$ cat src/hdl/io_pkg.sv
package io_pkg;

    //////////////////////////////////////////////////
    // Address map
    //////////////////////////////////////////////////

    // Base of the 256 byte I/O window
    localparam logic [31:0] IO_START_ADDR = 32'h0000_7F00;
    localparam int IO_ADDR_BITS = 8;

    // Byte offsets inside the window
    localparam logic [7:0] LED_OFFSET      = 8'h00;
    localparam logic [7:0] SW_OFFSET       = 8'h04;
    localparam logic [7:0] SEG_OFFSET      = 8'h18;
    localparam logic [7:0] SEG_CTRL_OFFSET = 8'h1C;
    localparam logic [7:0] BTN_OFFSET      = 8'h24;
    localparam logic [7:0] TIMER_OFFSET    = 8'h30;

    // Word index, taken from offset bits 5:2
    localparam logic [3:0] LED_IDX      = LED_OFFSET[5:2];
    localparam logic [3:0] SW_IDX       = SW_OFFSET[5:2];
    localparam logic [3:0] SEG_IDX      = SEG_OFFSET[5:2];
    localparam logic [3:0] SEG_CTRL_IDX = SEG_CTRL_OFFSET[5:2];
    localparam logic [3:0] BTN_IDX      = BTN_OFFSET[5:2];
    localparam logic [3:0] TIMER_IDX    = TIMER_OFFSET[5:2];

    //////////////////////////////////////////////////
    // Device sizing and tuning
    //////////////////////////////////////////////////

    // All digits lit, no points
    localparam logic [7:0] SEG_CTRL_RESET = 8'h0F;

    localparam int NUM_SW     = 16;
    localparam int NUM_DIGITS = 4;
    localparam int DIGIT_BITS = $clog2(NUM_DIGITS);

    // Shortened tick so simulation stays quick
    localparam int TIMER_TICK_CYCLES   = 16;
    localparam int TIMER_PRESCALE_BITS = $clog2(TIMER_TICK_CYCLES);
    localparam logic [TIMER_PRESCALE_BITS-1:0] TIMER_PRESCALE_LAST =
        TIMER_PRESCALE_BITS'(TIMER_TICK_CYCLES - 1);

    // Samples a button must hold before the output flips
    localparam int DEBOUNCE_CYCLES   = 8;
    localparam int DEBOUNCE_CNT_BITS = $clog2(DEBOUNCE_CYCLES);
    localparam logic [DEBOUNCE_CNT_BITS-1:0] DEBOUNCE_CNT_LAST =
        DEBOUNCE_CNT_BITS'(DEBOUNCE_CYCLES - 1);

    // Low bits divide, top bits pick the digit
    localparam int SCAN_DIV_BITS = 4;
    localparam int SCAN_CNT_BITS = SCAN_DIV_BITS + DIGIT_BITS;

    //////////////////////////////////////////////////
    // Structs
    //////////////////////////////////////////////////

    // Processor side bus, plain strobes
    typedef struct packed {
        logic [31:0] addr;
        logic [31:0] wdata;
        logic        wr;
        logic        rd;
    } io_req_t;

    // Center lands in bit 0
    typedef struct packed {
        logic up;
        logic right;
        logic down;
        logic left;
        logic center;
    } btn_t;

    localparam int NUM_BTN = $bits(btn_t);

    typedef struct packed {
        logic [NUM_DIGITS-1:0] dp_en;
        logic [NUM_DIGITS-1:0] digit_en;
    } seg_ctrl_t;

    // All active low, seg is gfedcba
    typedef struct packed {
        logic [NUM_DIGITS-1:0] an;
        logic [6:0]            seg;
        logic                  dp;
    } seg_drive_t;

endpackage

$ cat src/hdl/input_debounce.sv
`timescale 1ns/1ps

module input_debounce (
    input  logic                      clk,
    input  logic                      rst,
    input  logic [io_pkg::NUM_SW-1:0] sw_i,
    input  io_pkg::btn_t              btn_i,
    output logic [io_pkg::NUM_SW-1:0] sw_o,
    output io_pkg::btn_t              btn_o
);

    //////////////////////////////////////////////////
    // Switch synchronizer
    //////////////////////////////////////////////////

    logic [io_pkg::NUM_SW-1:0]  sw_meta;
    logic [io_pkg::NUM_SW-1:0]  sw_sync;
    logic [io_pkg::NUM_BTN-1:0] btn_raw;
    logic [io_pkg::NUM_BTN-1:0] btn_meta;
    logic [io_pkg::NUM_BTN-1:0] btn_sync;
    logic [io_pkg::NUM_BTN-1:0] btn_state;
    logic [io_pkg::DEBOUNCE_CNT_BITS-1:0] stable_cnt [io_pkg::NUM_BTN];

    // Switches are not debounced
    always_ff @(posedge clk) begin
        sw_meta <= sw_i;
        sw_sync <= sw_meta;
    end

    assign sw_o = sw_sync;

    //////////////////////////////////////////////////
    // Button synchronizer and debounce
    //////////////////////////////////////////////////

    // Flatten struct, bit 0 is center
    assign btn_raw = btn_i;

    always_ff @(posedge clk) begin
        btn_meta <= btn_raw;
        btn_sync <= btn_meta;
    end

    // One stability counter per button
    for (genvar b = 0; b < io_pkg::NUM_BTN; b++) begin : g_btn
        always_ff @(posedge clk) begin
            if (rst) begin
                btn_state[b]  <= 1'b0;
                stable_cnt[b] <= '0;
            end else if (btn_sync[b] == btn_state[b]) begin
                // Input agrees with output, restart the count
                stable_cnt[b] <= '0;
            end else if (stable_cnt[b] == io_pkg::DEBOUNCE_CNT_LAST) begin
                // Held long enough, take the new level
                btn_state[b]  <= btn_sync[b];
                stable_cnt[b] <= '0;
            end else begin
                stable_cnt[b] <= stable_cnt[b] + 1'b1;
            end
        end
    end

    assign btn_o = io_pkg::btn_t'(btn_state);

endmodule

$ cat src/hdl/io_reg_file.sv
`timescale 1ns/1ps

module io_reg_file (
    input  logic                       clk,
    input  logic                       rst,
    input  io_pkg::io_req_t            req_i,
    input  logic [io_pkg::NUM_SW-1:0]  sw_i,
    input  io_pkg::btn_t               btn_i,
    input  logic [31:0]                timer_i,
    output logic [31:0]                rdata_o,
    output logic                       valid_o,
    output logic [15:0]                led_o,
    output logic [15:0]                seg_data_o,
    output io_pkg::seg_ctrl_t          seg_ctrl_o,
    output logic                       timer_load_o,
    output logic [31:0]                timer_wdata_o
);

    //////////////////////////////////////////////////
    // Window and index decode
    //////////////////////////////////////////////////

    logic        in_window;
    logic [3:0]  reg_idx;
    logic        led_we;
    logic        seg_we;
    logic        seg_ctrl_we;
    logic        timer_we;
    logic [15:0] led_q;
    logic [15:0] seg_data_q;
    logic [31:0] rdata_next;

    io_pkg::seg_ctrl_t seg_ctrl_q;

    // Upper 24 bits only
    assign in_window = (req_i.addr[31:io_pkg::IO_ADDR_BITS] ==
                        io_pkg::IO_START_ADDR[31:io_pkg::IO_ADDR_BITS]);

    // 16 word slots, bits above 5 alias
    assign reg_idx = req_i.addr[5:2];

    // Write strobes per register
    always_comb begin
        led_we      = 1'b0;
        seg_we      = 1'b0;
        seg_ctrl_we = 1'b0;
        timer_we    = 1'b0;
        if (in_window && req_i.wr) begin
            case (reg_idx)
                io_pkg::LED_IDX:      led_we      = 1'b1;
                io_pkg::SEG_IDX:      seg_we      = 1'b1;
                io_pkg::SEG_CTRL_IDX: seg_ctrl_we = 1'b1;
                io_pkg::TIMER_IDX:    timer_we    = 1'b1;
                default: ;
            endcase
        end
    end

    //////////////////////////////////////////////////
    // Writable registers
    //////////////////////////////////////////////////

    always_ff @(posedge clk) begin
        if (rst) begin
            led_q      <= '0;
            seg_data_q <= '0;
            seg_ctrl_q <= io_pkg::seg_ctrl_t'(io_pkg::SEG_CTRL_RESET);
        end else begin
            if (led_we) begin
                led_q <= req_i.wdata[15:0];
            end
            if (seg_we) begin
                seg_data_q <= req_i.wdata[15:0];
            end
            // dp_en in 7:4, digit_en in 3:0
            if (seg_ctrl_we) begin
                seg_ctrl_q <= io_pkg::seg_ctrl_t'(req_i.wdata[7:0]);
            end
        end
    end

    assign led_o      = led_q;
    assign seg_data_o = seg_data_q;
    assign seg_ctrl_o = seg_ctrl_q;

    // Timer count itself lives in ms_timer
    assign timer_load_o  = timer_we;
    assign timer_wdata_o = req_i.wdata;

    //////////////////////////////////////////////////
    // Read path
    //////////////////////////////////////////////////

    // Zero extended words, unmapped slots read 0
    always_comb begin
        case (reg_idx)
            io_pkg::LED_IDX:      rdata_next = {16'h0000, led_q};
            io_pkg::SW_IDX:       rdata_next = {{(32 - io_pkg::NUM_SW){1'b0}}, sw_i};
            io_pkg::SEG_IDX:      rdata_next = {16'h0000, seg_data_q};
            io_pkg::SEG_CTRL_IDX: rdata_next = {24'h000000, seg_ctrl_q};
            io_pkg::BTN_IDX:      rdata_next = {{(32 - io_pkg::NUM_BTN){1'b0}}, btn_i};
            io_pkg::TIMER_IDX:    rdata_next = timer_i;
            default:              rdata_next = '0;
        endcase
    end

    // Data captured every cycle, no rd strobe needed
    always_ff @(posedge clk) begin
        rdata_o <= rdata_next;
    end

    // Valid follows the window hit by one clock
    always_ff @(posedge clk) begin
        if (rst) begin
            valid_o <= 1'b0;
        end else begin
            valid_o <= in_window;
        end
    end

    // Out of window address never yields valid data
    a_no_valid_outside: assert property (
        @(posedge clk) disable iff (rst)
        !in_window |=> !valid_o
    );

endmodule

$ cat src/hdl/io_system.sv
`timescale 1ns/1ps

module io_system (
    input  logic                      clk,
    input  logic                      rst,
    input  io_pkg::io_req_t           req_i,
    output logic [31:0]               rdata_o,
    output logic                      valid_o,
    input  logic [io_pkg::NUM_SW-1:0] sw_i,
    input  io_pkg::btn_t              btn_i,
    output logic [15:0]               led_o,
    output io_pkg::seg_drive_t        disp_o
);

    //////////////////////////////////////////////////
    // Internal wires
    //////////////////////////////////////////////////

    // Settled inputs
    logic [io_pkg::NUM_SW-1:0] sw_sync;
    io_pkg::btn_t              btn_deb;

    // Display registers
    logic [15:0]       seg_data;
    io_pkg::seg_ctrl_t seg_ctrl;

    // Timer load and count
    logic        timer_load;
    logic [31:0] timer_wdata;
    logic [31:0] timer_count;

    //////////////////////////////////////////////////
    // Devices
    //////////////////////////////////////////////////

    io_reg_file u_reg_file (
        .clk           (clk),
        .rst           (rst),
        .req_i         (req_i),
        .sw_i          (sw_sync),
        .btn_i         (btn_deb),
        .timer_i       (timer_count),
        .rdata_o       (rdata_o),
        .valid_o       (valid_o),
        .led_o         (led_o),
        .seg_data_o    (seg_data),
        .seg_ctrl_o    (seg_ctrl),
        .timer_load_o  (timer_load),
        .timer_wdata_o (timer_wdata)
    );

    input_debounce u_debounce (
        .clk   (clk),
        .rst   (rst),
        .sw_i  (sw_i),
        .btn_i (btn_i),
        .sw_o  (sw_sync),
        .btn_o (btn_deb)
    );

    seven_seg_scan u_seg_scan (
        .clk    (clk),
        .rst    (rst),
        .data_i (seg_data),
        .ctrl_i (seg_ctrl),
        .disp_o (disp_o)
    );

    ms_timer u_timer (
        .clk          (clk),
        .rst          (rst),
        .load_i       (timer_load),
        .load_value_i (timer_wdata),
        .count_o      (timer_count)
    );

endmodule

$ cat src/hdl/ms_timer.sv
`timescale 1ns/1ps

module ms_timer (
    input  logic        clk,
    input  logic        rst,
    input  logic        load_i,
    input  logic [31:0] load_value_i,
    output logic [31:0] count_o
);

    logic [io_pkg::TIMER_PRESCALE_BITS-1:0] presc;

    // Load wins, prescaler restarts so the value holds a full tick
    always_ff @(posedge clk) begin
        if (rst) begin
            presc   <= '0;
            count_o <= '0;
        end else if (load_i) begin
            presc   <= '0;
            count_o <= load_value_i;
        end else if (presc == io_pkg::TIMER_PRESCALE_LAST) begin
            presc   <= '0;
            // Wraps at 32 bits
            count_o <= count_o + 32'd1;
        end else begin
            presc <= presc + 1'b1;
        end
    end

    // Prescaler stays within one tick period
    a_presc_range: assert property (
        @(posedge clk) disable iff (rst)
        presc < io_pkg::TIMER_TICK_CYCLES
    );

endmodule

$ cat src/hdl/seven_seg_scan.sv
`timescale 1ns/1ps

module seven_seg_scan (
    input  logic               clk,
    input  logic               rst,
    input  logic [15:0]        data_i,
    input  io_pkg::seg_ctrl_t  ctrl_i,
    output io_pkg::seg_drive_t disp_o
);

    //////////////////////////////////////////////////
    // Refresh counter
    //////////////////////////////////////////////////

    logic [io_pkg::SCAN_CNT_BITS-1:0] scan_cnt;
    logic [io_pkg::DIGIT_BITS-1:0]    digit_sel;
    logic [3:0]                       nibble;
    logic [io_pkg::NUM_DIGITS-1:0]    an_n;
    logic [6:0]                       seg_n;

    // Free running, wraps through all digits
    always_ff @(posedge clk) begin
        if (rst) begin
            scan_cnt <= '0;
        end else begin
            scan_cnt <= scan_cnt + 1'b1;
        end
    end

    // Top bits step once per 2^SCAN_DIV_BITS clocks
    assign digit_sel = scan_cnt[io_pkg::SCAN_CNT_BITS-1:io_pkg::SCAN_DIV_BITS];

    //////////////////////////////////////////////////
    // Digit select and decode
    //////////////////////////////////////////////////

    // Digit k shows data bits 4k+3 down to 4k
    assign nibble = data_i[{digit_sel, 2'b00} +: 4];

    // Anode low only for the chosen, enabled digit
    always_comb begin
        an_n = '1;
        if (ctrl_i.digit_en[digit_sel]) begin
            an_n[digit_sel] = 1'b0;
        end
    end

    // Hex font, active low gfedcba
    always_comb begin
        case (nibble)
            4'h0:    seg_n = 7'h40;
            4'h1:    seg_n = 7'h79;
            4'h2:    seg_n = 7'h24;
            4'h3:    seg_n = 7'h30;
            4'h4:    seg_n = 7'h19;
            4'h5:    seg_n = 7'h12;
            4'h6:    seg_n = 7'h02;
            4'h7:    seg_n = 7'h78;
            4'h8:    seg_n = 7'h00;
            4'h9:    seg_n = 7'h10;
            4'hA:    seg_n = 7'h08;
            4'hB:    seg_n = 7'h03;
            4'hC:    seg_n = 7'h46;
            4'hD:    seg_n = 7'h21;
            4'hE:    seg_n = 7'h06;
            default: seg_n = 7'h0E;
        endcase
    end

    //////////////////////////////////////////////////
    // Display drive
    //////////////////////////////////////////////////

    assign disp_o.an  = an_n;
    assign disp_o.seg = seg_n;
    // Point follows dp_en of the digit being scanned
    assign disp_o.dp  = ~ctrl_i.dp_en[digit_sel];

    // Never two digits lit together
    a_one_anode: assert property (
        @(posedge clk) disable iff (rst)
        $onehot0(~disp_o.an)
    );

endmodule
$ cat config.mk
export PLATFORM = sky130hd
export DESIGN_NAME = io_system
export DESIGN_NICKNAME = d
export VERILOG_FILES = /design/src/hdl/io_pkg.sv /design/src/hdl/input_debounce.sv /design/src/hdl/io_reg_file.sv /design/src/hdl/io_system.sv /design/src/hdl/ms_timer.sv /design/src/hdl/seven_seg_scan.sv
export SDC_FILE = /design/constraint.sdc
export NUM_CORES = 1
export LEC_CHECK = 0
export ABC_AREA = 0
export BUFFER_PORTS_ARGS = -buffer_cell sky130_fd_sc_hd__buf_2
export CAP_MARGIN = 20
export CORE_MARGIN = 8
export CORE_UTILIZATION = 49
export CTS_CLUSTER_SIZE = 16
export DETAILED_ROUTE_END_ITERATION = 7
export MAX_ROUTING_LAYER = met4
export PLACE_DENSITY = 0.76
export REMOVE_ABC_BUFFERS = 1
export SYNTH_ARGS = -nofsm -noshare
export SYNTH_HDL_FRONTEND = slang
export SYNTH_SLANG_ARGS = --single-unit
$ cat constraint.sdc
create_clock -name clk -period 2.35 [get_ports clk]
set_clock_uncertainty 0.1 [all_clocks]
set_input_delay 0.235 -clock clk [delete_from_list [all_inputs] [get_ports clk]]
set_output_delay 0.235 -clock clk [all_outputs]
set_load 0.005 [all_outputs]
==> run metrics, run 1 <==
status=complete, but fails checks; failing checks=setup timing; Core ar.=13900 um2; maxcap violations=0; DP Wirelength=12.6 mm; Req. time, crit path=2.02 ns; Final setup viols=7; crit end category=output pin; area delta synth->final=32.4%; Arr. time, crit path=2.17 ns; met1 wire length=8.11 mm; share of flip-flops with an asynchronous set or reset=0; RSZ-0062 raised after global routing=yes; Slew Viols, Final=0; GRT Util Overall=0.217; clock tree from TritonCTS=yes; CP cell instances=mux4_2, inv_4, ha_4, a21oi_2, nor2_1, a31oi_1, buf_2; # DRC=0; Top FF cell, synth=dfxtp_1; Layout fillers=1081; met3 wire len=1.43 mm; # H-tree levels=4; most common cell after layout, fill and taps aside=dfxtp_1; aggregate routed wire length=18.8 mm; wire per inst=17.5 um; GPL Wtd Cong=0.820; minimum hold slack=0.00917 ns; vias in the first global route=5996; Worst-path clk slew=0.07 ns; Yosys warnings=0; Skew-Pair Late Insertion Delay=0.43 ns; Final TNS setup=-0.808 ns; multi-input logic area=3240 um2; FF+latch count, synth=177; Sequential Area=3700 um2; Clk Tree Root Cell=clkbuf_16; DIE HEIGHT=135 um; HP Start=req_i[22]; met2 WL=8.86 mm; Die X=135 um; clock buffer depth=2; IO Port Bufs=144; first-pass GRT wire length=30.6 mm; post-synthesis sequential area ratio=0.528; post-layout min period=2.50 ns; Setup crit start=u_seg_scan.scan_cnt[4]$_SDFF_PP0_; worst slew pin tran=0.572 ns; Nets=989; Slowest-stage cell, CP=mux4_2; Num CTS Buffers=17; max layer used=met4; Avg Cell Area, Syn=10.5 um2; Die Area=18300 um2; Crit Path Max Fanout=5; leakage=4.24 nW; DRT iter0 DRCs=509; slowest cell delay on critical path=0.59 ns; worst r2r src=u_timer.presc[0]$_SDFF_PP0_; Post-Syn Area=6990 um2; vias=5859; antenna violations before repair=1; layout cells sized above 1=0.265; via-per-instance ratio=5.45; Mapped Cells=663; clk sinks=177; class of the worst hold path=in -> reg; DRT antenna net count=0; post-synthesis cell type count=47; 1st-pass router iterations=6; Rel. slew slack=0.613; largest net degree at the start of global routing=53; total gr overflow=0; IO Pins=150; period utilisation layout=1.06; setup slack after layout=-0.151 ns; f_max=400 MHz; EDFF count, synth=15; Crit Path Category=reg -> out; Cell Rows=43; commonest non-fill, non-tap cells in the layout=dfxtp_1, buf_2, nor2_1; final number of hold-violating endpoints=0; Critical Path Source Type=flop; peak supply drop=0.000543 V; pwr/cell area=678 nW/um2; Starting Density=0.502
stage by stage:
stage | worst slack [ns] | power (mW) | util | std cells | cell area [um2]
after floorplan | -0.122 | 3.28 | - | 638 | 6880
after global placement | 0.0639 | 3.44 | 0.581 | 991 | 8100
after detailed placement | 0.0548 | 3.45 | 0.581 | 991 | 8100
after CTS | -0.144 | 6.31 | 0.663 | 1072 | 9240
after global routing | -0.260 | 6.50 | 0.664 | 1075 | 9260
final | -0.151 | 6.27 | 0.664 | 1075 | 9260
power by group:
part	internal (mW)	leakage [nW]	switching [mW]	total [mW]
Clock	1.59	0.295	1.24	2.83
Combinational	0.152	2.47	0.145	0.297
Sequential	3.11	1.48	0.0308	3.14
cells by family after synthesis:
group           after synthesis  share of synthesized area
fa+ha+maj                    19                     0.0340
other cells                   1                   0.000536
compound gates               75                     0.0841
mux                          49                     0.0795
flops                       177                      0.528
buf+inv                      44                     0.0268
xor+xnor                     42                     0.0526
simple gates                256                      0.194
area by class of cell:
type	instances	share of cell area
flip-flops and latches	177	0.400
repair buffers	223	0.159
clock inverters	13	0.0146
multi-input cells	457	0.350
inverters	5	0.00257
diodes	1	0.000270
well taps	180	0.0243
clock buffers	19	0.0501
critical path, delay by kind of cell (launching register included):
family                   cells  cell delay, ns
multiplexers                 1            0.59
flip-flops                   1            0.37
buffers and inverters        2            0.26
AO/OA/AOI/OAI                2            0.25
adder cells (fa/ha/maj)      1            0.20
AND/OR/NAND/NOR              1            0.06
synthesized netlist by cell type (all sizes together), types with 15 or more instances:
| library cell | n | area share |
|---|---|---|
| a211oi | 32 | 0.034 |
| a222oi | 16 | 0.023 |
| and2 | 15 | 0.013 |
| and3 | 23 | 0.021 |
| buf | 15 | 0.011 |
| clkbuf | 24 | 0.013 |
| dfxtp | 162 | 0.46 |
| edfxtp | 15 | 0.064 |
| ha | 19 | 0.034 |
| mux2i | 42 | 0.060 |
| nand2 | 38 | 0.020 |
| nand3 | 15 | 0.011 |
| nand4 | 22 | 0.026 |
| nor2 | 94 | 0.050 |
| xnor2 | 16 | 0.020 |
| xor2 | 26 | 0.033 |
registers in the layout (all words and copies together), names as in the netlist:
| name | count |
|---|---|
| u_debounce.btn_meta | 5 |
| u_debounce.btn_o | 5 |
| u_debounce.btn_sync | 5 |
| u_debounce.stable_cnt | 15 |
| u_debounce.sw_meta | 16 |
| u_debounce.sw_o | 16 |
| u_reg_file.led_o | 16 |
| u_reg_file.rdata_o | 32 |
| u_reg_file.seg_ctrl_o | 8 |
| u_reg_file.seg_data_o | 16 |
| u_reg_file.valid_o | 1 |
| u_seg_scan.scan_cnt | 6 |
| u_timer.count_o | 32 |
| u_timer.presc | 4 |
repair_timing:
| item | in CTS | in global routing |
|---|---|---|
| gates cloned | 1 | 0 |
| hold buffers | 44 | 0 |
| setup buffers | 4 | 2 |
| setup endpoints to repair | 7 | 7 |
| endpoints found under the hold margin | 49 | 0 |
| resized for setup | 14 | 2 |
| pin swaps | 3 | 2 |
path summary, 6_finish.rpt:
path | end | slack [ns] | cells after the start
setup / recovery | disp_o[4] | -0.15 | 7
hold / removal | u_timer.count_o[20]$_SDFFE_PP0P_ | 0.009 | 3
setup reg to reg | u_timer.count_o[10]$_SDFFE_PP0P_ | 0.23 | 7
hold reg to reg | u_debounce.btn_sync[1]$_DFF_P_ | 0.23 | 0
layer usage:
layer  vias up  global-route usage
met5         -                   -
met3        29              0.0649
met4         0              0.0685
met2       251               0.344
li1       2824                   -
met1      2755               0.260
(Power assumes the default switching activity.)
==> run 2, diff against run 1 <==
--- a/config.mk
+++ b/config.mk
@@ -18,3 +18,4 @@
 export SYNTH_ARGS = -nofsm -noshare
 export SYNTH_HDL_FRONTEND = slang
 export SYNTH_SLANG_ARGS = --single-unit
+export TNS_END_PERCENT = 50
==> run metrics, run 2 (same netlist as run 1, synthesis figures left out) <==
status=complete, but fails checks (unchanged); failing checks=setup timing (unchanged); top flop regs=u_reg_file.rdata_o x32, u_timer.count_o x32 (unchanged); Crit Path Max Fanout=5 (unchanged); 1st-pass router iterations=5 (was 6); crit end category=output pin (unchanged); class of the worst hold path=in -> reg (unchanged); Num CTS Buffers=17 (unchanged); worst slew pin tran=0.573 ns (was 0.572 ns); endpoint with the worst hold slack=u_timer.count_o[20]$_SDFFE_PP0P_ (unchanged); minimum hold slack=0.0113 ns (was 0.00917 ns); Hold Path Cell Cnt=3 (unchanged); clk sinks=177 (unchanged); Final setup viols=7 (unchanged); wire per inst=17.4 um (was 17.5 um); DRT antenna net count=0 (unchanged); layout cells sized above 1=0.265 (unchanged); CP cell instances=mux4_2, inv_4, ha_4, a21oi_2, nor2_1, a31oi_1, buf_2 (unchanged); peak supply drop=0.000539 V (was 0.000543 V); Die Area=18300 um2 (unchanged); IO Pins=150 (unchanged); R2R Setup Slk=0.23 ns (about the same); Worst Reg2Reg Path Length in Cells=7 (unchanged); f_max=402 MHz (was 400 MHz); DRT iter0 DRCs=506 (was 509); dpl cell area=8100 um2 (unchanged); IO Port Bufs=144 (unchanged); commonest non-fill, non-tap cells in the layout=dfxtp_1, buf_2, nor2_1 (unchanged); area delta synth->final=32.4% (unchanged); Nets=989 (unchanged); vias in the first global route=5999 (was 5996); Die X=135 um (unchanged); Crit Path Category=reg -> out (unchanged); first-pass GRT wire length=30.6 mm (unchanged); Cell Rows=43 (unchanged); Layout fillers=1081 (unchanged); setup slack after layout=-0.140 ns (was -0.151 ns); RSZ-0062 raised after global routing=yes (unchanged); most common cell after layout, fill and taps aside=dfxtp_1 (unchanged); Worst-path clk slew=0.07 ns (about the same); final instance area=9260 um2 (unchanged); clock tree from TritonCTS=yes (unchanged); Clk Tree Root Cell=clkbuf_16 (unchanged); Starting Density=0.502 (unchanged); # H-tree levels=4 (unchanged); Critical Path Source Type=flop (unchanged); largest net degree at the start of global routing=53 (unchanged); maxcap violations=0 (unchanged); sum of buffers and inverters on the critical path=2 (unchanged); HP Start=req_i[22] (unchanged); Rel. slew slack=0.613 (about the same); Skew-Pair Late Insertion Delay=0.42 ns (was 0.43 ns); clock buffer depth=2 (unchanged); Arr. time, crit path=2.15 ns (was 2.17 ns); GRT Util Overall=0.217 (unchanged); via-per-instance ratio=5.50 (was 5.45); R2R Path End=u_timer.count_o[10]$_SDFFE_PP0P_ (unchanged); leakage=4.24 nW (unchanged); # DRC=0 (unchanged); Slew Viols, Final=0 (unchanged); DP Wirelength=12.6 mm (unchanged); CP top delay family=multiplexers (unchanged); aggregate routed wire length=18.7 mm (was 18.8 mm); Req. time, crit path=2.02 ns (about the same); DIE HEIGHT=135 um (unchanged); antenna violations before repair=1 (unchanged); total gr overflow=0 (unchanged); Core ar.=13900 um2 (unchanged); final number of hold-violating endpoints=0 (unchanged); Place WS=0.0548 ns (unchanged); pwr/cell area=677 nW/um2 (was 678 nW/um2); worst r2r src=u_timer.presc[0]$_SDFF_PP0_ (unchanged); period utilisation layout=1.06 (about the same); GPL Wtd Cong=0.820 (unchanged); post-layout min period=2.49 ns (was 2.50 ns); total power=6.27 mW (about the same); Slowest-stage cell, CP=mux4_2 (unchanged); vias=5908 (was 5859); slowest cell delay on critical path=0.59 ns (about the same)
==> run 2: routing by layer <==
metal | up-vias | part of all wire | wire [um] | global-route usage
met1 | 2802 | 0.44 | 8180 | 0.260
met4 | 0 | 0.018 | 333 | 0.0685
li1 | 2829 | - | - | -
met3 | 26 | 0.071 | 1330 | 0.0649
met2 | 251 | 0.47 | 8890 | 0.344
met5 | - | 0 | 0 | -
==> run 2: cell type report <==
class                      count  area (um2)  area share
tap                          180         225      0.0243
antenna                        1        2.50    0.000270
sequential                   177        3700       0.400
clock buffer                  19         464      0.0501
inverter                       5        23.8     0.00257
clock inverter                13         135      0.0146
timing repair buffer         223        1470       0.159
multi-input combinational    457        3240       0.350
==> run 2: what timing repair did <==
action	CTS	global route
hold buffers	44	0
endpoints found under the setup margin	7	7
resized for setup	14	2
hold endpoints to repair	49	0
pin swaps	3	2
gates cloned	1	0
buffers inserted	4	2
==> run 2: metrics by stage <==
step | utilization | cells | setup TNS (ns)
floorplan | - | 638 | -3.64
global placement | 0.581 | 991 | 0
detailed placement | 0.581 | 991 | 0
CTS | 0.663 | 1072 | -0.774
global route | 0.664 | 1075 | -1.44
finish | 0.664 | 1075 | -0.794
==> run 2: worst max-delay path by stage <==
stage	startpoint	endpoint	depth (start not counted)
6_report	u_seg_scan.scan_cnt[4]$_SDFF_PP0_	disp_o[4]	7
5_1_grt	u_seg_scan.scan_cnt[4]$_SDFF_PP0_	disp_o[4]	7
4_1_cts	u_seg_scan.scan_cnt[4]$_SDFF_PP0_	disp_o[4]	7
3_5_place_dp	u_seg_scan.scan_cnt[4]$_SDFF_PP0_	disp_o[4]	7
3_3_place_gp	u_seg_scan.scan_cnt[4]$_SDFF_PP0_	disp_o[4]	7
2_1_floorplan	req_i[54]	u_timer.count_o[31]$_SDFFE_PP0P_	4
==> run 2: power by group <==
part | leakage, nW | switching (mW) | internal [mW] | total [mW]
combinational | 2.47 | 0.145 | 0.152 | 0.297
sequential | 1.48 | 0.0308 | 3.11 | 3.14
clock | 0.295 | 1.24 | 1.59 | 2.83
==> run 2: worst reg2reg max path, delay by kind of cell (launching register included) <==
kind / cells / cell delay (ns)
flip-flops: 1 / 0.36
AO/OA/AOI/OAI: 1 / 0.28
adder cells (fa/ha/maj): 1 / 0.18
buffers and inverters: 1 / 0.13
AND/OR/NAND/NOR: 3 / 0.89
XOR/XNOR: 1 / 0.07
